===== config.mk =====
export PLATFORM = sky130hd
export DESIGN_NAME = vec_issue_top
export DESIGN_NICKNAME = d
export VERILOG_FILES = /design/src/vec_issue_pkg.sv /design/src/vec_issue_top.sv /design/src/dispatch_unit.sv /design/src/convoy_ctrl.sv /design/src/inst_buffer.sv /design/src/vec_decoder.sv
export VERILOG_INCLUDE_DIRS = /design/src
export SDC_FILE = /design/constraint.sdc
export NUM_CORES = 1
export LEC_CHECK = 0
export ABC_AREA = 0
export BUFFER_PORTS_ARGS = -buffer_cell sky130_fd_sc_hd__buf_2
export CAP_MARGIN = 10
export CORE_UTILIZATION = 40
export DETAILED_ROUTE_END_ITERATION = 12
export HOLD_SLACK_MARGIN = 0.08
export PLACE_DENSITY = 0.7
export SLEW_MARGIN = 10
export SYNTH_ARGS = -nofsm -noshare
export SYNTH_HDL_FRONTEND = slang
export SYNTH_SLANG_ARGS = --single-unit

===== constraint.sdc =====
create_clock -name reset -period 4.7 [get_ports reset]
set_input_delay 0.235 -clock reset [delete_from_list [all_inputs] [get_ports reset]]
set_output_delay 0.235 -clock reset [all_outputs]
set_load 0.02 [all_outputs]

===== src/vec_issue_params.svh =====
`ifndef VEC_ISSUE_PARAMS_SVH
`define VEC_ISSUE_PARAMS_SVH

// Convoy size and collection window length
`define VI_NLANES 8

// Slot index into the instruction buffer
`define VI_SLOT_W 3

// Buffer occupancy, one bit wider than a slot
`define VI_CNT_W 4

// Scalar datapath
`define VI_XLEN 32

// Vector and scalar register index
`define VI_REG_W 5

// funct6 operation field
`define VI_FUNCT_W 6

// Unheld cycles after exe_done before control goes back to the scalar core
`define VI_RELEASE_THD 3

`endif

===== src/vec_issue_pkg.sv =====
`default_nettype none

package vec_issue_pkg;

	////////////////////////////////////////
	// Major opcodes of the vector extension
	////////////////////////////////////////
	typedef enum logic [6:0] {
		V_LOAD  = 7'b0000111, // Unit stride, strided or indexed load
		V_STORE = 7'b0100111, // Vector store
		V_ARITH = 7'b1010111  // OP-V arithmetic
	} vop_e;

	// Second operand source of the vector ALU, taken from funct3
	typedef enum logic [1:0] {
		SRC_VS  = 2'b00, // Vector register
		SRC_RS  = 2'b01, // Scalar register broadcast
		SRC_IMM = 2'b11  // 5 bit immediate
	} alu_src_e;

	////////////////////////////////////////
	// Convoy controller phases
	////////////////////////////////////////
	typedef enum logic [1:0] {
		CS_IDLE     = 2'b00, // Scalar pipeline owns the front end
		CS_COLLECT  = 2'b01, // Recording vector instructions
		CS_DISPATCH = 2'b10, // Issuing the recorded convoy
		CS_DRAIN    = 2'b11  // Waiting on completion and release count
	} conv_state_e;

endpackage

`default_nettype wire


===== src/vec_issue_top.sv =====
`timescale 1ns/1ns
`default_nettype none
`include "vec_issue_params.svh"

module vec_issue_top (
	input  wire                     reset,        // Clock
	input  wire                     clk,          // Async reset, active high
	input  wire [`VI_XLEN-1:0]      instr,        // ID/EX instruction
	input  wire [`VI_XLEN-1:0]      rs1_data,
	input  wire [`VI_XLEN-1:0]      rs2_data,
	input  wire                     branch_taken,
	input  wire                     hold,
	input  wire                     exe_stall,
	input  wire                     exe_done,
	output logic                    v_stall,
	output logic                    freeze,
	output logic [`VI_REG_W-1:0]    rs1_sel,
	output logic [`VI_REG_W-1:0]    rs2_sel,
	output logic                    issue_start,
	output logic                    issue_clear,
	output logic [`VI_SLOT_W-1:0]   issue_id,
	output logic [`VI_REG_W-1:0]    issue_vs1,
	output logic [`VI_REG_W-1:0]    issue_vs2,
	output logic [`VI_REG_W-1:0]    issue_vd,
	output logic [`VI_FUNCT_W-1:0]  issue_funct,
	output vec_issue_pkg::alu_src_e issue_alu_src,
	output logic                    issue_mask_en,
	output logic                    issue_mem_rd,
	output logic                    issue_mem_wr,
	output logic                    issue_reg_we,
	output logic                    issue_mem_reg,
	output logic [1:0]              issue_mode_lsu,
	output logic [`VI_XLEN-1:0]     issue_rs1,
	output logic [`VI_XLEN-1:0]     issue_rs2
);

	// Decoder to buffer
	wire                          is_vec;
	wire [`VI_REG_W-1:0]          dec_vs1, dec_vs2, dec_vd, dec_rs1_idx, dec_rs2_idx;
	wire [`VI_FUNCT_W-1:0]        dec_funct;
	wire vec_issue_pkg::alu_src_e dec_alu_src;
	wire                          dec_mask_en, dec_mem_rd, dec_mem_wr, dec_reg_we, dec_mem_reg;
	wire [1:0]                    dec_mode_lsu;

	// Buffer read port to dispatcher
	wire [`VI_SLOT_W-1:0]         rd_slot;
	wire [`VI_CNT_W-1:0]          count;
	wire [`VI_REG_W-1:0]          rd_vs1, rd_vs2, rd_vd, rd_rs1_idx, rd_rs2_idx;
	wire [`VI_FUNCT_W-1:0]        rd_funct;
	wire vec_issue_pkg::alu_src_e rd_alu_src;
	wire                          rd_mask_en, rd_mem_rd, rd_mem_wr, rd_reg_we, rd_mem_reg;
	wire [1:0]                    rd_mode_lsu;

	// Controller strobes
	wire rec_we, abort, dispatch_en, release_done, dispatch_last;

	vec_decoder i_vec_decoder (
		.instr   (instr),
		.is_vec  (is_vec),
		.vs1     (dec_vs1),     .vs2     (dec_vs2),     .vd      (dec_vd),
		.rs1_idx (dec_rs1_idx), .rs2_idx (dec_rs2_idx), .funct   (dec_funct),
		.alu_src (dec_alu_src), .mask_en (dec_mask_en), .mem_rd  (dec_mem_rd),
		.mem_wr  (dec_mem_wr),  .reg_we  (dec_reg_we),  .mem_reg (dec_mem_reg),
		.mode_lsu(dec_mode_lsu)
	);

	inst_buffer i_inst_buffer (
		.reset       (reset),       .clk        (clk),
		.rec_we      (rec_we),      .abort      (abort), .release_done (release_done),
		.vs1         (dec_vs1),     .vs2        (dec_vs2),     .vd      (dec_vd),
		.rs1_idx     (dec_rs1_idx), .rs2_idx    (dec_rs2_idx), .funct   (dec_funct),
		.alu_src     (dec_alu_src), .mask_en    (dec_mask_en), .mem_rd  (dec_mem_rd),
		.mem_wr      (dec_mem_wr),  .reg_we     (dec_reg_we),  .mem_reg (dec_mem_reg),
		.mode_lsu    (dec_mode_lsu),
		.rd_slot     (rd_slot),
		.rd_vs1      (rd_vs1),      .rd_vs2     (rd_vs2),      .rd_vd   (rd_vd),
		.rd_rs1_idx  (rd_rs1_idx),  .rd_rs2_idx (rd_rs2_idx),  .rd_funct(rd_funct),
		.rd_alu_src  (rd_alu_src),  .rd_mask_en (rd_mask_en),  .rd_mem_rd (rd_mem_rd),
		.rd_mem_wr   (rd_mem_wr),   .rd_reg_we  (rd_reg_we),   .rd_mem_reg(rd_mem_reg),
		.rd_mode_lsu (rd_mode_lsu),
		.count       (count)
	);

	convoy_ctrl i_convoy_ctrl (
		.reset        (reset),        .clk          (clk),
		.is_vec       (is_vec),       .hold         (hold),
		.branch_taken (branch_taken), .exe_done     (exe_done),
		.dispatch_last(dispatch_last),
		.rec_we       (rec_we),       .abort        (abort),
		.dispatch_en  (dispatch_en),  .release_done (release_done),
		.v_stall      (v_stall),      .freeze       (freeze)
	);

	dispatch_unit i_dispatch_unit (
		.reset         (reset),         .clk          (clk),
		.dispatch_en   (dispatch_en),   .abort        (abort),
		.release_done  (release_done),  .exe_stall    (exe_stall),
		.count         (count),
		.rd_vs1        (rd_vs1),        .rd_vs2       (rd_vs2),     .rd_vd     (rd_vd),
		.rd_rs1_idx    (rd_rs1_idx),    .rd_rs2_idx   (rd_rs2_idx), .rd_funct  (rd_funct),
		.rd_alu_src    (rd_alu_src),    .rd_mask_en   (rd_mask_en), .rd_mem_rd (rd_mem_rd),
		.rd_mem_wr     (rd_mem_wr),     .rd_reg_we    (rd_reg_we),  .rd_mem_reg(rd_mem_reg),
		.rd_mode_lsu   (rd_mode_lsu),
		.rs1_data      (rs1_data),      .rs2_data     (rs2_data),
		.rd_slot       (rd_slot),       .dispatch_last(dispatch_last),
		.rs1_sel       (rs1_sel),       .rs2_sel      (rs2_sel),
		.issue_start   (issue_start),   .issue_clear  (issue_clear),
		.issue_id      (issue_id),
		.issue_vs1     (issue_vs1),     .issue_vs2    (issue_vs2),  .issue_vd  (issue_vd),
		.issue_funct   (issue_funct),   .issue_alu_src(issue_alu_src),
		.issue_mask_en (issue_mask_en), .issue_mem_rd (issue_mem_rd),
		.issue_mem_wr  (issue_mem_wr),  .issue_reg_we (issue_reg_we),
		.issue_mem_reg (issue_mem_reg), .issue_mode_lsu(issue_mode_lsu),
		.issue_rs1     (issue_rs1),     .issue_rs2    (issue_rs2)
	);

endmodule

`default_nettype wire


===== src/dispatch_unit.sv =====
`timescale 1ns/1ns
`default_nettype none
`include "vec_issue_params.svh"

module dispatch_unit (
	input  wire                     reset,        // Clock
	input  wire                     clk,          // Async reset, active high
	input  wire                     dispatch_en,
	input  wire                     abort,
	input  wire                     release_done,
	input  wire                     exe_stall,    // Back-pressure from the execution unit
	input  wire [`VI_CNT_W-1:0]     count,
	input  wire [`VI_REG_W-1:0]     rd_vs1,
	input  wire [`VI_REG_W-1:0]     rd_vs2,
	input  wire [`VI_REG_W-1:0]     rd_vd,
	input  wire [`VI_REG_W-1:0]     rd_rs1_idx,
	input  wire [`VI_REG_W-1:0]     rd_rs2_idx,
	input  wire [`VI_FUNCT_W-1:0]   rd_funct,
	input  wire vec_issue_pkg::alu_src_e rd_alu_src,
	input  wire                     rd_mask_en,
	input  wire                     rd_mem_rd,
	input  wire                     rd_mem_wr,
	input  wire                     rd_reg_we,
	input  wire                     rd_mem_reg,
	input  wire [1:0]               rd_mode_lsu,
	input  wire [`VI_XLEN-1:0]      rs1_data,     // Scalar register file read data
	input  wire [`VI_XLEN-1:0]      rs2_data,
	output logic [`VI_SLOT_W-1:0]   rd_slot,
	output logic                    dispatch_last,
	output logic [`VI_REG_W-1:0]    rs1_sel,
	output logic [`VI_REG_W-1:0]    rs2_sel,
	output logic                    issue_start,
	output logic                    issue_clear,
	output logic [`VI_SLOT_W-1:0]   issue_id,
	output logic [`VI_REG_W-1:0]    issue_vs1,
	output logic [`VI_REG_W-1:0]    issue_vs2,
	output logic [`VI_REG_W-1:0]    issue_vd,
	output logic [`VI_FUNCT_W-1:0]  issue_funct,
	output vec_issue_pkg::alu_src_e issue_alu_src,
	output logic                    issue_mask_en,
	output logic                    issue_mem_rd,
	output logic                    issue_mem_wr,
	output logic                    issue_reg_we,
	output logic                    issue_mem_reg,
	output logic [1:0]              issue_mode_lsu,
	output logic [`VI_XLEN-1:0]     issue_rs1,
	output logic [`VI_XLEN-1:0]     issue_rs2
);

	logic [`VI_CNT_W-1:0] ptr; // Next entry, wide enough to reach count
	wire                  do_issue;
	wire                  is_last;

	assign rd_slot  = ptr[`VI_SLOT_W-1:0];
	assign do_issue = dispatch_en && !exe_stall && !abort && (ptr < count);
	assign is_last  = (ptr == count - 1'b1);

	// Scalar register file addresses for the entry about to go out
	assign rs1_sel = rd_rs1_idx;
	assign rs2_sel = rd_rs2_idx;

	////////////////////////////////////////
	// Issue control
	////////////////////////////////////////
	always_ff @(posedge reset or posedge clk) begin
		if (clk) begin
			ptr           <= '0;
			issue_start   <= 1'b0;
			issue_clear   <= 1'b1; // Execution unit starts cleared
			dispatch_last <= 1'b0;
		end else begin
			issue_start   <= do_issue;
			dispatch_last <= do_issue && is_last;
			if (abort || release_done) begin
				ptr         <= '0;
				issue_clear <= 1'b1;
			end else if (do_issue) begin
				ptr         <= ptr + 1'b1;
				issue_clear <= 1'b0;
			end
		end
	end

	////////////////////////////////////////
	// Issue payload
	////////////////////////////////////////
	always_ff @(posedge reset) begin
		if (do_issue) begin
			issue_id       <= rd_slot;
			issue_vs1      <= rd_vs1;
			issue_vs2      <= rd_vs2;
			issue_vd       <= rd_vd;
			issue_funct    <= rd_funct;
			issue_alu_src  <= rd_alu_src;
			issue_mask_en  <= rd_mask_en;
			issue_mem_rd   <= rd_mem_rd;
			issue_mem_wr   <= rd_mem_wr;
			issue_reg_we   <= rd_reg_we;
			issue_mem_reg  <= rd_mem_reg;
			issue_mode_lsu <= rd_mode_lsu;
			issue_rs1      <= rs1_data; // Read with rs1_sel this cycle
			issue_rs2      <= rs2_data;
		end
	end

endmodule

`default_nettype wire


===== src/convoy_ctrl.sv =====
`timescale 1ns/1ns
`default_nettype none
`include "vec_issue_params.svh"

module convoy_ctrl (
	input  wire  reset,         // Clock
	input  wire  clk,           // Async reset, active high
	input  wire  is_vec,        // Decoded ID/EX instruction is vector
	input  wire  hold,          // Data cache freeze
	input  wire  branch_taken,  // EX/MEM taken branch
	input  wire  exe_done,      // Execution unit finished the convoy
	input  wire  dispatch_last, // Final issue went out
	output logic rec_we,
	output logic abort,
	output logic dispatch_en,
	output logic release_done,
	output logic v_stall,       // Stall fetch
	output logic freeze         // Stall the whole scalar pipeline
);

	localparam int REL_W = $clog2(`VI_RELEASE_THD + 1);

	vec_issue_pkg::conv_state_e state;
	logic [`VI_SLOT_W-1:0] cyc_cnt; // Unheld cycles of the window
	logic [REL_W-1:0]      rel_cnt; // Unheld cycles since exe_done
	logic                  br_dly;  // Branch pulse one stage later
	logic                  x_int;   // Scalar instruction broke the window
	wire                   kill;
	wire                   win_end;
	wire                   rel_run;

	////////////////////////////////////////
	// Strobes
	////////////////////////////////////////
	assign kill    = branch_taken | br_dly;
	assign abort   = kill && (state != vec_issue_pkg::CS_IDLE);
	assign win_end = (state == vec_issue_pkg::CS_COLLECT) && !hold &&
		(cyc_cnt == `VI_SLOT_W'(`VI_NLANES - 1));

	// Record an unheld vector instruction at convoy start or inside the window
	assign rec_we = is_vec && !hold && !kill &&
		((state == vec_issue_pkg::CS_IDLE) ||
		 (state == vec_issue_pkg::CS_COLLECT && !x_int));

	assign dispatch_en  = (state == vec_issue_pkg::CS_DISPATCH);
	assign rel_run      = (state == vec_issue_pkg::CS_DRAIN) && !hold &&
		(exe_done || rel_cnt != '0);                         // Keeps going once started
	assign release_done = rel_run && (rel_cnt == REL_W'(`VI_RELEASE_THD - 1));

	always_ff @(posedge reset or posedge clk) begin
		if (clk) begin
			br_dly <= 1'b0;
		end else begin
			br_dly <= branch_taken;
		end
	end

	////////////////////////////////////////
	// Convoy FSM
	////////////////////////////////////////
	always_ff @(posedge reset or posedge clk) begin
		if (clk) begin
			state   <= vec_issue_pkg::CS_IDLE;
			cyc_cnt <= '0;
			rel_cnt <= '0;
			x_int   <= 1'b0;
			v_stall <= 1'b0;
			freeze  <= 1'b0;
		end else if (abort || release_done) begin // Hand control back to the scalar core
			state   <= vec_issue_pkg::CS_IDLE;
			cyc_cnt <= '0;
			rel_cnt <= '0;
			x_int   <= 1'b0;
			v_stall <= 1'b0;
			freeze  <= 1'b0;
		end else begin
			case (state)
				vec_issue_pkg::CS_IDLE: begin
					if (rec_we) begin
						state   <= vec_issue_pkg::CS_COLLECT;
						cyc_cnt <= `VI_SLOT_W'(1); // First window cycle used here
						v_stall <= 1'b1;
					end
				end
				vec_issue_pkg::CS_COLLECT: begin
					if (!hold) begin
						cyc_cnt <= cyc_cnt + 1'b1; // Window stretches over held cycles
					end
					if (!hold && !is_vec) begin
						x_int  <= 1'b1;
						freeze <= 1'b1; // Scalar interruption
					end
					if (win_end) begin
						state  <= vec_issue_pkg::CS_DISPATCH;
						freeze <= 1'b1; // Window full
					end
				end
				vec_issue_pkg::CS_DISPATCH: begin
					if (dispatch_last) begin
						state <= vec_issue_pkg::CS_DRAIN;
					end
				end
				vec_issue_pkg::CS_DRAIN: begin
					if (rel_run) begin
						rel_cnt <= rel_cnt + 1'b1;
					end
				end
				default: state <= vec_issue_pkg::CS_IDLE;
			endcase
		end
	end

	// Fetch stall belongs to an active convoy only
	a_idle_no_stall: assert property (@(posedge reset) disable iff (clk)
		state == vec_issue_pkg::CS_IDLE |-> !v_stall)
		else $error("v_stall is high while the controller is idle");

	a_rec_phase: assert property (@(posedge reset) disable iff (clk)
		rec_we |-> (state inside {vec_issue_pkg::CS_IDLE, vec_issue_pkg::CS_COLLECT}))
		else $error("Instruction recorded outside the collection phase");

endmodule

`default_nettype wire


===== src/inst_buffer.sv =====
`timescale 1ns/1ns
`default_nettype none
`include "vec_issue_params.svh"

module inst_buffer (
	input  wire                     reset,        // Clock
	input  wire                     clk,          // Async reset, active high
	input  wire                     rec_we,       // Record strobe from the controller
	input  wire                     abort,
	input  wire                     release_done,
	input  wire [`VI_REG_W-1:0]     vs1,
	input  wire [`VI_REG_W-1:0]     vs2,
	input  wire [`VI_REG_W-1:0]     vd,
	input  wire [`VI_REG_W-1:0]     rs1_idx,
	input  wire [`VI_REG_W-1:0]     rs2_idx,
	input  wire [`VI_FUNCT_W-1:0]   funct,
	input  wire vec_issue_pkg::alu_src_e alu_src,
	input  wire                     mask_en,
	input  wire                     mem_rd,
	input  wire                     mem_wr,
	input  wire                     reg_we,
	input  wire                     mem_reg,
	input  wire [1:0]               mode_lsu,
	input  wire [`VI_SLOT_W-1:0]    rd_slot,      // Read index from the dispatcher
	output logic [`VI_REG_W-1:0]    rd_vs1,
	output logic [`VI_REG_W-1:0]    rd_vs2,
	output logic [`VI_REG_W-1:0]    rd_vd,
	output logic [`VI_REG_W-1:0]    rd_rs1_idx,
	output logic [`VI_REG_W-1:0]    rd_rs2_idx,
	output logic [`VI_FUNCT_W-1:0]  rd_funct,
	output vec_issue_pkg::alu_src_e rd_alu_src,
	output logic                    rd_mask_en,
	output logic                    rd_mem_rd,
	output logic                    rd_mem_wr,
	output logic                    rd_reg_we,
	output logic                    rd_mem_reg,
	output logic [1:0]              rd_mode_lsu,
	output logic [`VI_CNT_W-1:0]    count         // Recorded entries
);

	// Five register indices, funct6, alu_src, five flags and mode_lsu
	localparam int ENT_W = 5 * `VI_REG_W + `VI_FUNCT_W + 9;

	logic [ENT_W-1:0]      mem [`VI_NLANES];
	logic [`VI_SLOT_W-1:0] wr_ptr;
	wire  [ENT_W-1:0]      wr_entry;
	wire  [ENT_W-1:0]      rd_entry;

	assign wr_entry = {vs1, vs2, vd, rs1_idx, rs2_idx, funct, alu_src,
		mask_en, mem_rd, mem_wr, reg_we, mem_reg, mode_lsu};

	////////////////////////////////////////
	// Entry storage
	////////////////////////////////////////
	always_ff @(posedge reset) begin
		if (rec_we) begin
			mem[wr_ptr] <= wr_entry;
		end
	end

	// Write pointer and occupancy
	always_ff @(posedge reset or posedge clk) begin
		if (clk) begin
			wr_ptr <= '0;
			count  <= '0;
		end else if (abort || release_done) begin // Convoy dropped or retired
			wr_ptr <= '0;
			count  <= '0;
		end else if (rec_we) begin
			wr_ptr <= wr_ptr + 1'b1;
			count  <= count + 1'b1;
		end
	end

	////////////////////////////////////////
	// Read port
	////////////////////////////////////////
	assign rd_entry = mem[rd_slot];

	assign {rd_vs1, rd_vs2, rd_vd, rd_rs1_idx, rd_rs2_idx, rd_funct} = rd_entry[ENT_W-1:9];
	assign rd_alu_src = vec_issue_pkg::alu_src_e'(rd_entry[8:7]);
	assign {rd_mask_en, rd_mem_rd, rd_mem_wr, rd_reg_we, rd_mem_reg, rd_mode_lsu} = rd_entry[6:0];

	// The controller window must never outrun the buffer
	a_no_overflow: assert property (@(posedge reset) disable iff (clk)
		rec_we |-> count != `VI_CNT_W'(`VI_NLANES))
		else $error("Record strobe arrived with the instruction buffer full");

endmodule

`default_nettype wire


===== src/vec_decoder.sv =====
`timescale 1ns/1ns
`default_nettype none
`include "vec_issue_params.svh"

module vec_decoder (
	input  wire [`VI_XLEN-1:0]     instr,    // ID/EX instruction
	output logic                   is_vec,
	output logic [`VI_REG_W-1:0]   vs1,
	output logic [`VI_REG_W-1:0]   vs2,
	output logic [`VI_REG_W-1:0]   vd,
	output logic [`VI_REG_W-1:0]   rs1_idx,
	output logic [`VI_REG_W-1:0]   rs2_idx,
	output logic [`VI_FUNCT_W-1:0] funct,
	output vec_issue_pkg::alu_src_e alu_src,
	output logic                   mask_en,
	output logic                   mem_rd,
	output logic                   mem_wr,
	output logic                   reg_we,
	output logic                   mem_reg,
	output logic [1:0]             mode_lsu
);

	logic is_ld;
	logic is_st;
	logic is_ar;

	////////////////////////////////////////
	// Opcode class
	////////////////////////////////////////
	always_comb begin
		is_ld = 1'b0;
		is_st = 1'b0;
		is_ar = 1'b0;
		case (instr[6:0])
			vec_issue_pkg::V_LOAD:  is_ld = 1'b1;
			vec_issue_pkg::V_STORE: is_st = 1'b1;
			vec_issue_pkg::V_ARITH: is_ar = 1'b1;
			default: ; // Scalar instruction
		endcase
	end

	assign is_vec = is_ld | is_st | is_ar;

	// Register fields, zero for scalar traffic
	assign vd      = is_vec ? instr[11:7] : '0;
	assign vs1     = is_vec ? instr[19:15] : '0;
	assign vs2     = is_vec ? instr[24:20] : '0;
	assign rs1_idx = is_vec ? instr[19:15] : '0; // Same bits feed the scalar read ports
	assign rs2_idx = is_vec ? instr[24:20] : '0;

	assign funct    = is_vec ? instr[31:26] : '0;
	assign mode_lsu = is_vec ? instr[27:26] : '0; // mop field of loads and stores
	assign mask_en  = is_vec & ~instr[25];         // vm=0 means masked

	// Memory and write-back controls
	assign mem_rd  = is_ld;
	assign mem_wr  = is_st;
	assign mem_reg = is_ld;          // Write-back data from memory
	assign reg_we  = is_ld | is_ar;

	// Operand source from funct3
	always_comb begin
		alu_src = vec_issue_pkg::SRC_VS;
		if (is_vec) begin
			case (instr[14:12])
				3'b100:  alu_src = vec_issue_pkg::SRC_RS;  // OPIVX
				3'b011:  alu_src = vec_issue_pkg::SRC_IMM; // OPIVI
				default: alu_src = vec_issue_pkg::SRC_VS;
			endcase
		end
	end

	always_comb begin
		a_mem_excl: assert (!(mem_rd && mem_wr))
			else $error("Decoder raised mem_rd and mem_wr for one instruction");
	end

endmodule

`default_nettype wire


==> impl_metrics.tcl <==
set metrics [dict create \
    r2r_cells 7 \
    cts_setup_buffers 0 \
    synth_cells 628 \
    grt_usage_pct 16.58 \
    cts_tree "done" \
    fin_nets 1048 \
    htreeDepth 2 \
    fmax_mhz 299.8 \
    vias_per_cell 5.016 \
    worstPathCellList "inv_1 -> ha_1 -> o21ba_4 -> or4b_1 -> or2_1 -> inv_4 -> buf_12" \
    grt_pass1_wl_mm 40.81 \
    largest_reg_flops 216 \
    drc_errors 0 \
    gr-total-overflow 0 \
    critPathMaxStageDelay_ns 0.60 \
    power_density_nw_per_um2 385.8 \
    vias 6807 \
    syn_avg_cell_area_sq_um 20.39 \
    rsz0062_at_grt "no" \
    combPwrFrac_pct 5.8 \
    register_area_sq_um 9942 \
    hold_path.class "in -> reg" \
    holdWs_ns 0.09844 \
    maxSlewViolCount 0 \
    max-slew-margin-rel_pct 31.86 \
    cts_resized 0 \
    synthFlopType "edfxtp_1" \
    irDropWorstVdd_mv 0.2007 \
    wl_per_cell_microns 19.93 \
    clk_latency_ns 0.50 \
    clock_sink_count 335 \
    synth_top_area_cell "edfxtp_1" \
    clk_root_buffer_cell "clkbuf_16" \
    cp_max_fo 51 \
    switchingPower_w 0.001284 \
    antenna_left 0 \
    grt_max_degree 60 \
    initial_core_util_pct 40.57 \
    nFillCells 2553 \
    die_h_microns 180.9 \
    intPower_w 0.004959 \
    critPathArrivalTime_ns 3.51 \
    ys_top_cells_by_count "edfxtp_1 (310), mux4_2 (54), mux2_2 (27)" \
    n_antenna_cell 0 \
    path_class "reg -> reg" \
    p_leak_nw 6.032 \
    endpoint_kind "register" \
    finalPower_w 0.006244 \
    first_iter_violations 390 \
    drive_gt1_share_pct 39.06 \
    ctsLongestPathBuffers 3 \
    yosysWarnings 0 \
    async_reset_ff_share_pct 7.463 \
    io_buffers 212 \
    clock_skew_ns 0.01227 \
    gp_congestion 0.7619 \
    die_x_microns 180.9 \
    cpLargestDelayFamily "buffers and inverters" \
    core_area_sq_um 31560 \
    cpMaxStageDelayCell "or4b_1" \
    pwr-share-clk_pct 41.8 \
    tns_ns 0 \
    holdBufCountCts 66 \
    clk_pin_slew_worst_paths_ns 0.06 \
    rows 65 \
    holdPathStages 2 \
    final.min_clock_period_ns 3.336 \
    outcome "finished, final reports clean" \
    timing.critical_path.from_type "register" \
    final_area_sq_um 16180 \
    critPathBufInv 3 \
    seq_area_frac_synth_pct 77.61 \
    ios 213 \
    cts_buffers 35 \
    critPathRequiredTime_ns 4.87 \
    synth_cell_types 51 \
    synth_fp_nets 747 \
    tightest_slew_ns 1.021 \
    hpwl_mm 15.96 \
    finalWorstSetupSlack_ns 1.364 \
    grt_antenna_before_repair 1 \
    hold_viol_final 0 \
    path_depth 7 \
    grt_pass1_vias 7121 \
    setup_viol 0 \
    synth.area.top_cells "edfxtp_1 (73%), mux4_2 (9.5%), dfrtp_1 (4.7%)" \
    syn_area_sq_um 12800 \
    pre_cts_slack_ns 1.349 \
    synth_top_area_share_pct 72.71 \
    syn_to_final_growth_pct 26.42 \
    ys_ff_latch 335 \
    cap_viol_max_count 0 \
    pwr-share-seq_pct 52.3 \
    wl_mm 27.05 \
    multi_input_area_sq_um 2710 \
    min_period_over_period_pct 70.97 \
    postPlaceCellArea_sq_um 14420 \
    firstDrtPassIters 4 \
    fp.dieArea_sq_um 32720 \
    p_sw_share_pct 20.57 \
    synth_most_common_cell "edfxtp_1" \
    synth_edf_count 310 \
]
[cells by family (layout without fill, tap and decap cells)]
kind of cell / after synthesis / after routing / share of synthesized area (%)
XOR/XNOR: 6 / 6 / 0.4105
multiplexers: 89 / 89 / 12.50
adder cells (fa/ha/maj): 17 / 17 / 1.661
AND/OR/NAND/NOR: 95 / 95 / 4.154
buffers and inverters: 44 / 371 / 1.632
flip-flops: 335 / 335 / 77.61
AO/OA/AOI/OAI: 42 / 42 / 2.033
[through the flow]
step,utilization (%),instances
4_1_cts,51.27,1357
2_1_floorplan,-,628
5_1_grt,51.29,1357
3_3_place_gp,45.71,1228
3_5_place_dp,45.71,1228
6_report,51.29,1357
[power by group through the flow]
stage,registers (W),clock network (W),logic [W]
after floorplan,0.00333,0,0.000230
after global placement,0.00333,0,0.000316
after detailed placement,0.00333,0,0.000320
after CTS,0.00327,0.00268,0.000364
after global routing,0.00327,0.00279,0.000400
final,0.00327,0.00261,0.000364
[cell usage in the layout (no fill, tap or decap), types with 8 or more instances in the layout]
| cell | synthesis | routed |
|---|---|---|
| a21oi_1 | 17 | 17 |
| and2_1 | 22 | 22 |
| buf_2 | 5 | 212 |
| buf_4 | 3 | 9 |
| clkbuf_16 | 0 | 37 |
| clkinv_1 | 0 | 8 |
| dfrtp_1 | 24 | 21 |
| dlygate4sd3_1 | 0 | 66 |
| edfxtp_1 | 310 | 310 |
| ha_1 | 17 | 17 |
| inv_1 | 17 | 16 |
| mux2_2 | 27 | 27 |
| mux2i_1 | 8 | 8 |
| mux4_2 | 54 | 54 |
| nand2_1 | 14 | 14 |
| nand3_1 | 10 | 10 |
| nor2_1 | 12 | 11 |
| o21ai_0 | 9 | 9 |
[worst paths after layout]
kind	end	from	slack, ns
max	i_dispatch_unit.issue_rs2[18]	i_convoy_ctrl.state[1]	1.36
min	i_inst_buffer.mem[7][6]	instr[25]	0.1
max reg2reg	i_dispatch_unit.issue_rs2[18]	i_convoy_ctrl.state[1]	1.36
min reg2reg	i_convoy_ctrl.v_stall	i_convoy_ctrl.v_stall	0.50
max in group asynchronous	i_dispatch_unit.ptr[0]	clk	3.43
min in group asynchronous	i_convoy_ctrl.freeze	clk	0.52
[area by class of cell]
| cell class | count | area share [%] |
|---|---|---|
| Sequential cell | 335 | 61.43 |
| Clock buffer | 44 | 5.883 |
| Timing Repair Buffer | 291 | 11.55 |
| Tap cell | 402 | 3.108 |
| Inverter | 17 | 0.4097 |
| Clock inverter | 19 | 0.8736 |
| Multi-Input combinational cell | 249 | 16.75 |
[routing by layer]
metal	global-route usage [%]	part of all wire, %
met1	20.33	41
met2	29.44	51
met3	3.507	5.9
met4	4.821	1.9
met5	0	0
[worst reg2reg max path: stages, from the launching register on]
cell and delay [ns]:
dfrtp_1 0.41, inv_1 0.11, ha_1 0.39, o21ba_4 0.23, or4b_1 0.60, or2_1 0.32, inv_4 0.55, buf_12 0.37
Note: power is estimated with default switching activity, not from simulation.
